==> config.mk <==
export PLATFORM = sky130hd
export DESIGN_NAME = rv_pipe
export DESIGN_NICKNAME = d
export VERILOG_FILES = /design/src/rv_pipe_pkg.sv /design/src/rv_decode.sv /design/src/rv_execute.sv /design/src/rv_pipe.sv /design/src/rv_result.sv
export VERILOG_INCLUDE_DIRS = /design/src
export SDC_FILE = /design/constraint.sdc
export NUM_CORES = 2
export LEC_CHECK = 0
export BUFFER_PORTS_ARGS = -buffer_cell sky130_fd_sc_hd__buf_2
export CAP_MARGIN = 20
export CORE_MARGIN = 2
export CORE_UTILIZATION = 41
export DETAILED_ROUTE_END_ITERATION = 16
export SYNTH_ARGS = -nofsm -noshare
export SYNTH_HDL_FRONTEND = slang
export SYNTH_HIERARCHICAL = 1
export SYNTH_SLANG_ARGS = --single-unit
==> constraint.sdc <==
create_clock -name clk_i -period 13.7 [get_ports clk_i]
set_input_delay 1.37 -clock clk_i [delete_from_list [all_inputs] [get_ports clk_i]]
set_output_delay 1.37 -clock clk_i [all_outputs]
set_load 0.02 [all_outputs]
==> src/rv_pipe_defines.svh <==
`ifndef RV_PIPE_DEFINES_SVH
`define RV_PIPE_DEFINES_SVH

// Datapath width of the integer core
`define RV_XLEN 32

// Register index width, 32 architectural registers
`define RV_REG_AW 5

// First fetch address after reset
`define RV_RESET_PC 32'h0000_0000

// Private data memory, in 32-bit words
`define RV_DMEM_WORDS 64

// Word index width, must match RV_DMEM_WORDS
`define RV_DMEM_AW 6

`endif

==> src/rv_pipe_pkg.sv <==
`default_nettype none

`include "rv_pipe_defines.svh"

package rv_pipe_pkg;

    typedef logic [`RV_XLEN-1:0]   word_t;
    typedef logic [`RV_REG_AW-1:0] reg_addr_t;
    typedef logic [2:0]            funct3_t;

    // Major opcodes kept by this core, anything else decodes as a no-op
    typedef enum logic [6:0] {
        OPC_OP     = 7'b0110011,
        OPC_OP_IMM = 7'b0010011,
        OPC_LUI    = 7'b0110111,
        OPC_AUIPC  = 7'b0010111,
        OPC_LOAD   = 7'b0000011,
        OPC_STORE  = 7'b0100011,
        OPC_BRANCH = 7'b1100011,
        OPC_JAL    = 7'b1101111
    } opcode_e;

    typedef enum logic [3:0] {
        ALU_ADD,
        ALU_SUB,
        ALU_SLL,
        ALU_SLT,
        ALU_SLTU,
        ALU_XOR,
        ALU_SRL,
        ALU_SRA,
        ALU_OR,
        ALU_AND,
        ALU_PASS_B
    } alu_op_e;

    // Decoded control, all zero for a bubble
    typedef struct packed {
        logic    valid;
        logic    rd_we;
        logic    is_load;
        logic    is_store;
        logic    is_branch;
        logic    is_jal;
        logic    op_a_pc;
        logic    op_b_imm;
        alu_op_e alu_op;
    } ctrl_t;

    typedef struct packed {
        ctrl_t     ctrl;
        word_t     pc;
        word_t     rs1_val;
        word_t     rs2_val;
        reg_addr_t rs1;
        reg_addr_t rs2;
        reg_addr_t rd;
        word_t     imm;
        funct3_t   funct3;
    } id_ex_t;

    typedef struct packed {
        logic      valid;
        logic      rd_we;
        logic      is_load;
        logic      is_store;
        funct3_t   funct3;
        reg_addr_t rd;
        word_t     alu_res;
        word_t     st_data;
        word_t     pc;
    } ex_mem_t;

    typedef struct packed {
        logic      valid;
        word_t     pc;
        logic      rd_we;
        reg_addr_t rd;
        word_t     rd_data;
    } retire_t;

    typedef struct packed {
        logic  taken;
        word_t target;
    } redirect_t;

    typedef struct packed {
        logic      we;
        reg_addr_t rd;
        word_t     data;
    } wb_t;

endpackage

`default_nettype wire

==> src/rv_decode.sv <==
`timescale 1ns/1ps
`default_nettype none

`include "rv_pipe_defines.svh"

module rv_decode (
    input  wire logic                   clk_i,
    input  wire logic                   rst_ni,
    input  wire rv_pipe_pkg::word_t     imem_data_i,
    input  wire rv_pipe_pkg::redirect_t redirect_i,
    input  wire rv_pipe_pkg::wb_t       wb_i,
    output rv_pipe_pkg::word_t          imem_addr_o,
    output rv_pipe_pkg::id_ex_t         id_ex_o
);
    import rv_pipe_pkg::*;

    word_t     pc_q;
    logic      ifid_vld_q;
    word_t     ifid_pc_q;
    word_t     ifid_insn_q;
    reg_addr_t rs1;
    reg_addr_t rs2;
    word_t     rs1_val;
    word_t     rs2_val;
    word_t     imm_i;
    word_t     imm_s;
    word_t     imm_b;
    word_t     imm_u;
    word_t     imm_j;
    word_t     imm;
    ctrl_t     ctrl;
    logic      load_use;
    logic      stall;
    id_ex_t    id_ex_q;
    word_t     regs_q [2**`RV_REG_AW];

    // Bit 30 selects SUB only for register-register ops, SRA/SRAI for both
    function automatic alu_op_e alu_decode(
        input funct3_t funct3,
        input logic    alt,
        input logic    is_op
    );
        alu_op_e op;
        case (funct3)
            3'b000:  op = (is_op && alt) ? ALU_SUB : ALU_ADD;
            3'b001:  op = ALU_SLL;
            3'b010:  op = ALU_SLT;
            3'b011:  op = ALU_SLTU;
            3'b100:  op = ALU_XOR;
            3'b101:  op = alt ? ALU_SRA : ALU_SRL;
            3'b110:  op = ALU_OR;
            default: op = ALU_AND;
        endcase
        return op;
    endfunction

    // x0 is hardwired, a write in the same cycle is bypassed
    function automatic word_t rf_read(input reg_addr_t addr);
        word_t val;
        if (addr == '0) begin
            val = '0;
        end else if (wb_i.we && (wb_i.rd == addr)) begin
            val = wb_i.data;
        end else begin
            val = regs_q[addr];
        end
        return val;
    endfunction

    // Fetch
    always_ff @(posedge clk_i or negedge rst_ni) begin
        if (!rst_ni) begin
            pc_q <= `RV_RESET_PC;
        end else if (redirect_i.taken) begin
            pc_q <= redirect_i.target;
        end else if (!stall) begin
            pc_q <= pc_q + word_t'(4);
        end
    end

    always_ff @(posedge clk_i or negedge rst_ni) begin
        if (!rst_ni) begin
            ifid_vld_q <= 1'b0;
        end else if (redirect_i.taken) begin
            ifid_vld_q <= 1'b0;
        end else if (!stall) begin
            ifid_vld_q <= 1'b1;
        end
    end

    always_ff @(posedge clk_i) begin
        if (!stall) begin
            ifid_pc_q   <= pc_q;
            ifid_insn_q <= imem_data_i;
        end
    end

    assign rs1 = ifid_insn_q[19:15];
    assign rs2 = ifid_insn_q[24:20];

    always_ff @(posedge clk_i) begin
        if (wb_i.we && (wb_i.rd != '0)) begin
            regs_q[wb_i.rd] <= wb_i.data;
        end
    end

    always_comb begin
        rs1_val = rf_read(rs1);
        rs2_val = rf_read(rs2);
    end

    assign imm_i = {{20{ifid_insn_q[31]}}, ifid_insn_q[31:20]};
    assign imm_s = {{20{ifid_insn_q[31]}}, ifid_insn_q[31:25], ifid_insn_q[11:7]};
    assign imm_b = {{19{ifid_insn_q[31]}}, ifid_insn_q[31], ifid_insn_q[7],
                    ifid_insn_q[30:25], ifid_insn_q[11:8], 1'b0};
    assign imm_u = {ifid_insn_q[31:12], 12'b0};
    assign imm_j = {{11{ifid_insn_q[31]}}, ifid_insn_q[31], ifid_insn_q[19:12],
                    ifid_insn_q[20], ifid_insn_q[30:21], 1'b0};

    // Control decode and immediate select
    always_comb begin
        ctrl = '0;
        imm  = '0;
        if (ifid_vld_q) begin
            ctrl.valid = 1'b1;
            case (opcode_e'(ifid_insn_q[6:0]))
                OPC_OP: begin
                    ctrl.rd_we  = 1'b1;
                    ctrl.alu_op = alu_decode(ifid_insn_q[14:12], ifid_insn_q[30], 1'b1);
                end
                OPC_OP_IMM: begin
                    ctrl.rd_we    = 1'b1;
                    ctrl.op_b_imm = 1'b1;
                    ctrl.alu_op   = alu_decode(ifid_insn_q[14:12], ifid_insn_q[30], 1'b0);
                    imm           = imm_i;
                end
                OPC_LUI: begin
                    ctrl.rd_we    = 1'b1;
                    ctrl.op_b_imm = 1'b1;
                    ctrl.alu_op   = ALU_PASS_B;
                    imm           = imm_u;
                end
                OPC_AUIPC: begin
                    ctrl.rd_we    = 1'b1;
                    ctrl.op_a_pc  = 1'b1;
                    ctrl.op_b_imm = 1'b1;
                    imm           = imm_u;
                end
                OPC_LOAD: begin
                    ctrl.rd_we    = 1'b1;
                    ctrl.is_load  = 1'b1;
                    ctrl.op_b_imm = 1'b1;
                    imm           = imm_i;
                end
                OPC_STORE: begin
                    ctrl.is_store = 1'b1;
                    ctrl.op_b_imm = 1'b1;
                    imm           = imm_s;
                end
                OPC_BRANCH: begin
                    ctrl.is_branch = 1'b1;
                    imm            = imm_b;
                end
                OPC_JAL: begin
                    ctrl.rd_we  = 1'b1;
                    ctrl.is_jal = 1'b1;
                    imm         = imm_j;
                end
                default: ;
            endcase
        end
    end

    // Load in EX whose rd feeds the instruction in ID
    assign load_use = id_ex_q.ctrl.is_load && (id_ex_q.rd != '0) && ifid_vld_q &&
                      ((id_ex_q.rd == rs1) || (id_ex_q.rd == rs2));
    assign stall    = load_use && !redirect_i.taken;

    always_ff @(posedge clk_i or negedge rst_ni) begin
        if (!rst_ni) begin
            id_ex_q <= '0;
        end else if (redirect_i.taken || stall) begin
            id_ex_q.ctrl <= '0;
        end else begin
            id_ex_q.ctrl    <= ctrl;
            id_ex_q.pc      <= ifid_pc_q;
            id_ex_q.rs1_val <= rs1_val;
            id_ex_q.rs2_val <= rs2_val;
            id_ex_q.rs1     <= rs1;
            id_ex_q.rs2     <= rs2;
            id_ex_q.rd      <= ifid_insn_q[11:7];
            id_ex_q.imm     <= imm;
            id_ex_q.funct3  <= ifid_insn_q[14:12];
        end
    end

    assign imem_addr_o = pc_q;
    assign id_ex_o     = id_ex_q;

endmodule

`default_nettype wire

==> src/rv_execute.sv <==
`timescale 1ns/1ps
`default_nettype none

module rv_execute (
    input  wire logic                clk_i,
    input  wire logic                rst_ni,
    input  wire rv_pipe_pkg::id_ex_t id_ex_i,
    input  wire rv_pipe_pkg::wb_t    wb_i,
    output rv_pipe_pkg::redirect_t   redirect_o,
    output rv_pipe_pkg::ex_mem_t     ex_mem_o
);
    import rv_pipe_pkg::*;

    ex_mem_t    ex_mem_q;
    word_t      rs1_fwd;
    word_t      rs2_fwd;
    word_t      op_a;
    word_t      op_b;
    logic [4:0] shamt;
    word_t      alu_res;
    word_t      link;
    word_t      target;
    logic       br_take;

    // Younger producer wins, a load in EX/MEM has no data yet
    function automatic word_t fwd(input reg_addr_t rs, input word_t id_val);
        word_t val;
        if (ex_mem_q.rd_we && !ex_mem_q.is_load && (ex_mem_q.rd != '0) &&
            (ex_mem_q.rd == rs)) begin
            val = ex_mem_q.alu_res;
        end else if (wb_i.we && (wb_i.rd == rs)) begin
            val = wb_i.data;
        end else begin
            val = id_val;
        end
        return val;
    endfunction

    always_comb begin
        rs1_fwd = fwd(id_ex_i.rs1, id_ex_i.rs1_val);
        rs2_fwd = fwd(id_ex_i.rs2, id_ex_i.rs2_val);
    end

    assign op_a  = id_ex_i.ctrl.op_a_pc ? id_ex_i.pc : rs1_fwd;
    assign op_b  = id_ex_i.ctrl.op_b_imm ? id_ex_i.imm : rs2_fwd;
    assign shamt = op_b[4:0];

    always_comb begin
        case (id_ex_i.ctrl.alu_op)
            ALU_ADD:    alu_res = op_a + op_b;
            ALU_SUB:    alu_res = op_a - op_b;
            ALU_SLL:    alu_res = op_a << shamt;
            ALU_SLT:    alu_res = word_t'($signed(op_a) < $signed(op_b));
            ALU_SLTU:   alu_res = word_t'(op_a < op_b);
            ALU_XOR:    alu_res = op_a ^ op_b;
            ALU_SRL:    alu_res = op_a >> shamt;
            ALU_SRA:    alu_res = $signed(op_a) >>> shamt;
            ALU_OR:     alu_res = op_a | op_b;
            ALU_AND:    alu_res = op_a & op_b;
            ALU_PASS_B: alu_res = op_b;
            default:    alu_res = '0;
        endcase
    end

    // Branch conditions on forwarded register values
    always_comb begin
        case (id_ex_i.funct3)
            3'b000:  br_take = (rs1_fwd == rs2_fwd);
            3'b001:  br_take = (rs1_fwd != rs2_fwd);
            3'b100:  br_take = ($signed(rs1_fwd) < $signed(rs2_fwd));
            3'b101:  br_take = ($signed(rs1_fwd) >= $signed(rs2_fwd));
            3'b110:  br_take = (rs1_fwd < rs2_fwd);
            3'b111:  br_take = (rs1_fwd >= rs2_fwd);
            default: br_take = 1'b0;
        endcase
    end

    assign link   = id_ex_i.pc + word_t'(4);
    assign target = id_ex_i.pc + id_ex_i.imm;

    // Not-taken is the prediction, so only a taken branch or JAL redirects
    assign redirect_o = '{
        taken:  id_ex_i.ctrl.is_jal || (id_ex_i.ctrl.is_branch && br_take),
        target: target
    };

    always_ff @(posedge clk_i or negedge rst_ni) begin
        if (!rst_ni) begin
            ex_mem_q <= '0;
        end else begin
            ex_mem_q.valid    <= id_ex_i.ctrl.valid;
            ex_mem_q.rd_we    <= id_ex_i.ctrl.rd_we;
            ex_mem_q.is_load  <= id_ex_i.ctrl.is_load;
            ex_mem_q.is_store <= id_ex_i.ctrl.is_store;
            ex_mem_q.funct3   <= id_ex_i.funct3;
            ex_mem_q.rd       <= id_ex_i.rd;
            ex_mem_q.alu_res  <= id_ex_i.ctrl.is_jal ? link : alu_res;
            ex_mem_q.st_data  <= rs2_fwd;
            ex_mem_q.pc       <= id_ex_i.pc;
        end
    end

    assign ex_mem_o = ex_mem_q;

endmodule

`default_nettype wire

==> src/rv_pipe.sv <==
`timescale 1ns/1ps
`default_nettype none

module rv_pipe (
    input  wire logic               clk_i,
    input  wire logic               rst_ni,
    input  wire rv_pipe_pkg::word_t imem_data_i,
    output rv_pipe_pkg::word_t      imem_addr_o,
    output logic                    insn_vld_o,
    output rv_pipe_pkg::word_t      pc_debug_o,
    output rv_pipe_pkg::retire_t    retire_o
);
    import rv_pipe_pkg::*;

    id_ex_t    id_ex;
    redirect_t redirect;
    ex_mem_t   ex_mem;
    wb_t       wb;

    // Fetch, register read and ID/EX
    rv_decode u_decode (
        .clk_i       (clk_i),
        .rst_ni      (rst_ni),
        .imem_data_i (imem_data_i),
        .redirect_i  (redirect),
        .wb_i        (wb),
        .imem_addr_o (imem_addr_o),
        .id_ex_o     (id_ex)
    );

    rv_execute u_execute (
        .clk_i      (clk_i),
        .rst_ni     (rst_ni),
        .id_ex_i    (id_ex),
        .wb_i       (wb),
        .redirect_o (redirect),
        .ex_mem_o   (ex_mem)
    );

    // Data memory and writeback
    rv_result u_result (
        .clk_i    (clk_i),
        .rst_ni   (rst_ni),
        .ex_mem_i (ex_mem),
        .wb_o     (wb),
        .retire_o (retire_o)
    );

    assign insn_vld_o = retire_o.valid;
    assign pc_debug_o = retire_o.pc;

endmodule

`default_nettype wire

==> src/rv_result.sv <==
`timescale 1ns/1ps
`default_nettype none

`include "rv_pipe_defines.svh"

module rv_result (
    input  wire logic                 clk_i,
    input  wire logic                 rst_ni,
    input  wire rv_pipe_pkg::ex_mem_t ex_mem_i,
    output rv_pipe_pkg::wb_t          wb_o,
    output rv_pipe_pkg::retire_t      retire_o
);
    import rv_pipe_pkg::*;

    word_t                  dmem_q [`RV_DMEM_WORDS];
    logic [`RV_DMEM_AW-1:0] word_idx;
    logic [1:0]             byte_off;
    logic [3:0]             byte_en;
    word_t                  wr_data;
    word_t                  rd_word;
    logic [7:0]             rd_byte;
    logic [15:0]            rd_half;
    word_t                  ld_data;
    retire_t                mem_wb_q;

    // Upper address bits wrap around the memory depth
    assign word_idx = ex_mem_i.alu_res[`RV_DMEM_AW+1:2];
    assign byte_off = ex_mem_i.alu_res[1:0];

    // Replicate store data so every lane sees its bytes
    always_comb begin
        case (ex_mem_i.funct3[1:0])
            2'b00: begin
                byte_en = 4'b0001 << byte_off;
                wr_data = {4{ex_mem_i.st_data[7:0]}};
            end
            2'b01: begin
                byte_en = byte_off[1] ? 4'b1100 : 4'b0011;
                wr_data = {2{ex_mem_i.st_data[15:0]}};
            end
            default: begin
                byte_en = 4'b1111;
                wr_data = ex_mem_i.st_data;
            end
        endcase
    end

    always_ff @(posedge clk_i) begin
        if (ex_mem_i.is_store) begin
            for (int i = 0; i < 4; i++) begin
                if (byte_en[i]) begin
                    dmem_q[word_idx][8*i +: 8] <= wr_data[8*i +: 8];
                end
            end
        end
    end

    assign rd_word = dmem_q[word_idx];
    assign rd_byte = rd_word[8*byte_off +: 8];
    assign rd_half = byte_off[1] ? rd_word[31:16] : rd_word[15:0];

    // LB, LH, LBU, LHU, anything else reads the full word
    always_comb begin
        case (ex_mem_i.funct3)
            3'b000:  ld_data = {{24{rd_byte[7]}}, rd_byte};
            3'b001:  ld_data = {{16{rd_half[15]}}, rd_half};
            3'b100:  ld_data = {24'b0, rd_byte};
            3'b101:  ld_data = {16'b0, rd_half};
            default: ld_data = rd_word;
        endcase
    end

    always_ff @(posedge clk_i or negedge rst_ni) begin
        if (!rst_ni) begin
            mem_wb_q <= '0;
        end else begin
            mem_wb_q.valid   <= ex_mem_i.valid;
            mem_wb_q.pc      <= ex_mem_i.pc;
            mem_wb_q.rd_we   <= ex_mem_i.rd_we && (ex_mem_i.rd != '0);
            mem_wb_q.rd      <= ex_mem_i.rd;
            mem_wb_q.rd_data <= ex_mem_i.is_load ? ld_data : ex_mem_i.alu_res;
        end
    end

    assign wb_o = '{
        we:   mem_wb_q.rd_we,
        rd:   mem_wb_q.rd,
        data: mem_wb_q.rd_data
    };
    assign retire_o = mem_wb_q;

endmodule

`default_nettype wire

# Word-level counts from Yosys, hierarchy flattened
# Memory sizes are Yosys's and may differ from the RTL's. A register that Yosys moved wholly into a read port is not among the register bits.
# Index checks and enable logic that the tools add are counted.
# Widths: inputs -> output; s select.
word_totals:
  register_bits: 434
  mem_bits_rw: 3072
  in_bits: 34
  mem_count: 2
op_classes:
  n_addsub: 5
  n_lt_le_gt_ge: 6
  eq_ne: 44
  shifts: 5
  n_mux: 55
  bitwise: 3
  reduce_logical: 34
memory_table:
  columns: ["name", "words", "word_bits", "rd", "rd_ports_with_merged_regs", "wr", "line", "text"]
  rows:
  - ["u_result.dmem_q", 64, 32, 1, 0, 1, "rv_result.sv:15", "word_t dmem_q [`RV_DMEM_WORDS];"]
  - ["u_decode.regs_q", 32, 32, 2, 2, 1, "rv_decode.sv:35", "word_t regs_q [2**`RV_REG_AW];"]
ops:
  columns: ["op", "n"]
  rows:
  - ["$mux 32", 15]
  - ["$pmux 32 s11", 1]
  - ["$pmux 32 s5", 1]
  - ["$lt 32x32->1", 4]
  - ["$pmux 32 s4", 1]
  - ["$add 32x3->32 const B", 2]
  - ["$add 32x32->32", 2]
  - ["$ge 32x32->1", 2]
  - ["$pmux 32 s2", 1]
  - ["$pmux 4 s7", 2]
  - ["$eq 5x5->1", 8]
  - ["$and 32x32->32", 1]
  - ["$eq 32x32->1", 1]
  - ["$ne 32x32->1", 1]
  - ["$or 32x32->32", 1]
  - ["$shiftx 32x6->8", 1]
  - ["$shl 32x5->32", 1]
  - ["$shr 32x5->32", 1]
  - ["$sshr 32x5->32", 1]
  - ["$sub 32x32->32", 1]
  - ["$xor 32x32->32", 1]
  - ["$eq 3x3->1 const B", 9]
  - ["$mux 1", 25]
  - ["$mux 12", 2]
  - ["other kinds (30)", 67]

# Logic depth before layout (Yosys ltp)
depth:
  word_depth: 13
  mapped_depth: 29

# Hierarchy
# Netlist, hierarchy kept.
by_module_without_submodules:
  columns: ["mod", "n_inst", "cells_each", "area_each_um2", "seq_area_each_um2"]
  rows:
  - ["rv_result", 1, 4720, 82065.0, 63275.7]
  - ["rv_decode", 1, 3241, 58641.2, 37651.1]
  - ["rv_execute", 1, 2346, 17733.3, 2702.6]
  - ["rv_pipe", 1, 33, 247.7, 0.0]

# Least setup slack after synthesis
# OpenSTA, ideal clock, no wires.
synth_timing:
  path_kind: "reg2reg"
  from: "register u_execute.ex_mem_q, in the netlist u_execute/ex_mem_o[97]"
  to: "register u_decode.ifid_insn_q[0], enable pin"
  setup_time_ns: 0.418
  arrival_ns: 5.995
  required_time_ns: 13.282
  path_slack_ns: 7.287
  stages_incl_launch_ff: 26
  period_less_slack_ns: 6.413
  path_cell_list: "dfrtp_1 -> or4_4 -> o211ai_2 -> or2_1 -> buf_4 -> clkbuf_1 -> buf_2 -> buf_1 -> nor2_1 -> a31oi_1 -> inv_1 -> ha_1 -> nor2b_1 -> o21ai_0 -> a21oi_1 -> nor3_1 -> o21ai_0 -> a211oi_1 -> o21ai_0 -> a21boi_0 -> o21ai_0 -> a31o_2 -> clkbuf_1 -> nor2_1 -> buf_4 -> inv_1"
synth_rtl:
  columns: ["element", "line", "text"]
  rows:
  - ["start: declaration", "rv_execute.sv:14", "ex_mem_t ex_mem_q;"]
  - ["end signal: assignment", "rv_decode.sv:94", "ifid_insn_q <= imem_data_i;"]
  - ["end: declaration", "rv_decode.sv:20", "word_t ifid_insn_q;"]

==> reports/qor.txt <==
status = finished, final reports clean
CP Data Arrival Time = 8870 ps
antenna violations before repair = 36
dpl hpwl = 369 mm
internal reg-to-reg setup slack = 5620 ps
die height = 626 um
die width = 626 um
fmax = 124 MHz
nets = 10600
final period utilization = 0.590
largest net degree at the start of global routing = 120
Final Max Slew Viols = 0
relative slew slack = 0.201
Worst Path Required = 14490 ps
Pwr per Cell Area = 178 nW/um^2
synthesized flop and latch total = 3516
total grt overflow = 0
clock buffer depth = 4
Hold Path Cell Cnt = 0
post-CTS setup buffer count = 0
die area = 392000 um^2
Core Util, Final = 0.459
worst-path maximum fanout = 100
Max IR drop VDD = 135 uV
Fin Clk Skew = 78.2 ps
Clock Tree Root = clkbuf_16
top post-synthesis cells by count = edfxtp_1 (3136), mux4_2 (589), nand2_1 (586)
Reg2Reg Capture Point = u_decode/id_ex_o[41]$_DFFE_PN0P_
area share of the largest cell type after synthesis = 0.593
router iterations before antenna repair = 8
# resized after CTS = 0
ys flop type = edfxtp_1
port bufs = 169
most common cell in the synthesized netlist = edfxtp_1
DR DRC count = 0
Post-synth ARST share = 0.105
CTS sink cnt = 3516
Place WS = 5890 ps
Crit Reg-Reg Startpoint = u_execute/ex_mem_o[97]$_DFF_PN0_
hold endpoint = u_result/retire_o[56]$_DFF_PN0_
post-route ant nets = 0
max-cap check violation count = 0
area of the core = 385000 um^2
min Tclk post-route = 8080 ps
hold crit path type = register to register
RSZ-0062 raised after global routing = false
area leader, netlist = edfxtp_1
startpoint types = register
routed len/inst = 36.7 um
final hold violation count = 0
Area Overhead vs Synth = 11.6%
Setup crit end kind = register
clk_lat worst skew = 980 ps
first-pass GRT wire length = 802 mm
Iter 0 DRT Violations = 15800
critical path type = register to register
Post-Syn Area = 159000 um^2
clock transition at the registers of the reported paths = 60 ps
I/O Pins = 170
fillers = 33200
via count = 104000
Worst-Margin Slew = 1190 ps
CTS tree = built
layout cells sized above 1 = 0.192
CTS Buf Count = 357
static leakage = 58.7 nW
vias in the first global route = 99900
min-delay src = u_execute/ex_mem_o[18]$_DFF_PN0_
register area share after synthesis = 0.653
top post-synthesis cells by area = edfxtp_1 (59%), mux4_2 (8.4%), dfrtp_1 (5.8%), mux2i_1 (2.9%), a22oi_1 (1.9%)
endpoints failing setup = 0
final worst slack = 5620 ps
H-tree levels = 5
Post-Syn Area per Cell = 15.3 um^2
number of flops mapped to enable cells by yosys = 3136
Distinct cells, synth = 111
GPL Wtd Cong = 1.05
YS warnings = 6
WL final = 584 mm
num rows = 228
Initial Util = 0.412
setup TNS = 0 ps
worst reg-to-reg path cell count = 22
Total GRT Usage = 0.290
Post-Syn Instances = 10300
cts-stage hold buffer count = 0
vias per std cell = 6.54
## power breakdown
part | total [W] | internal, W | switching [W] | leakage [nW]
combinational | 0.00861 | 0.00241 | 0.00620 | 20.1
clock | 0.00973 | 0.00555 | 0.00418 | 5.57
sequential | 0.0131 | 0.0126 | 0.000534 | 33.0
total | 0.0315 | 0.0205 | 0.0109 | 58.7
## cell families after synthesis
family	share of synthesized area
compound gates	0.104
other cells	0.0000236
mux	0.135
flops	0.653
xor+xnor	0.00806
simple gates	0.0537
buf+inv	0.0315
fa+ha+maj	0.0143
## how the worst max path moves through the flow
stage	startpoint	endpoint	slack, ps	cells after the start
floorplan	u_execute/ex_mem_o[97]$_DFF_PN0_	u_decode/ifid_insn_q[0]$_DFFE_PN_	7290	25
global placement	u_execute/ex_mem_o[97]$_DFF_PN0_	u_decode/id_ex_o[41]$_DFFE_PN0P_	5940	22
detailed placement	u_execute/ex_mem_o[97]$_DFF_PN0_	u_decode/id_ex_o[42]$_DFFE_PN0P_	5890	22
CTS	u_execute/ex_mem_o[97]$_DFF_PN0_	u_decode/id_ex_o[41]$_DFFE_PN0P_	5870	22
global route	u_execute/ex_mem_o[97]$_DFF_PN0_	u_decode/id_ex_o[48]$_DFFE_PN0P_	5250	22
finish	u_execute/ex_mem_o[97]$_DFF_PN0_	u_decode/id_ex_o[41]$_DFFE_PN0P_	5620	22
## layer usage
metal / wire, um / GRT usage / up-vias
met5: 138 / 0 / -
met4: 34700 / 0.148 / 16
met3: 64100 / 0.0642 / 1313
met2: 262000 / 0.444 / 6906
met1: 223000 / 0.391 / 54200
li1: - / - / 41600
## critical path, stage by stage, from the launching register on
cell and delay [ps]:
dfrtp_1 450, or4_4 570, o211ai_2 150, buf_4 410, or2_1 470, buf_4 410, a31oi_2 200, ha_1 340
nor2b_1 130, o21ai_0 90, a21oi_1 170, nor3_1 70, o21ai_0 470, o21ai_0 140, o21ai_0 530, a211oi_1 160
o2bb2ai_1 210, a31o_2 300, buf_4 400, inv_1 420, o21ai_4 390, buf_4 920, mux2_2 410
## registers in the layout (all words and copies together), names as in the netlist, named ones only
signal,flops
u_result/retire_o,71
u_execute/ex_mem_o,108
u_result/dmem_q,2048
u_decode/imem_addr_o,32
u_decode/ifid_insn_q,32
u_decode/regs_q,1024
u_decode/ifid_pc_q,32
u_decode/id_ex_o,158
u_decode/ifid_vld_q,1
## layout make-up
cell class | instances | area [um^2] | area share
multi-input cells | 5828 | 50800 | 0.287
flip-flops and latches | 3516 | 104000 | 0.586
clock inverters | 181 | 1840 | 0.0104
repair buffers | 513 | 3800 | 0.0215
well taps | 5175 | 6470 | 0.0366
inverters | 206 | 776 | 0.00438
clock buffers | 460 | 9620 | 0.0543
diodes | 21 | 52.6 | 0.000297
## per-stage QoR
step,hold slack (ps),std cells,total power [W],area [um^2]
4_1_cts,348,15900,0.0312,177000
3_5_place_dp,335,15200,0.0216,165000
2_1_floorplan,331,10400,0.0176,159000
3_3_place_gp,333,15200,0.0215,165000
5_1_grt,352,15900,0.0321,177000
6_report,347,15900,0.0315,177000
## placed cells by master, fill, tap and decap left out, types with 118 or more instances in the layout
cell and n:
a21oi_1 291, a221oi_1 170, a22oi_1 398, a31oi_1 163, buf_2 169, buf_4 309
clkbuf_16 367, dfrtp_1 349, edfxtp_1 3136, ha_1 177, inv_1 195, mux2_2 245
mux2i_1 460, mux4_2 589, nand2_1 584, nand3_1 118, nor2_1 511, o21ai_0 353
Note: power is estimated with default switching activity, not from simulation.
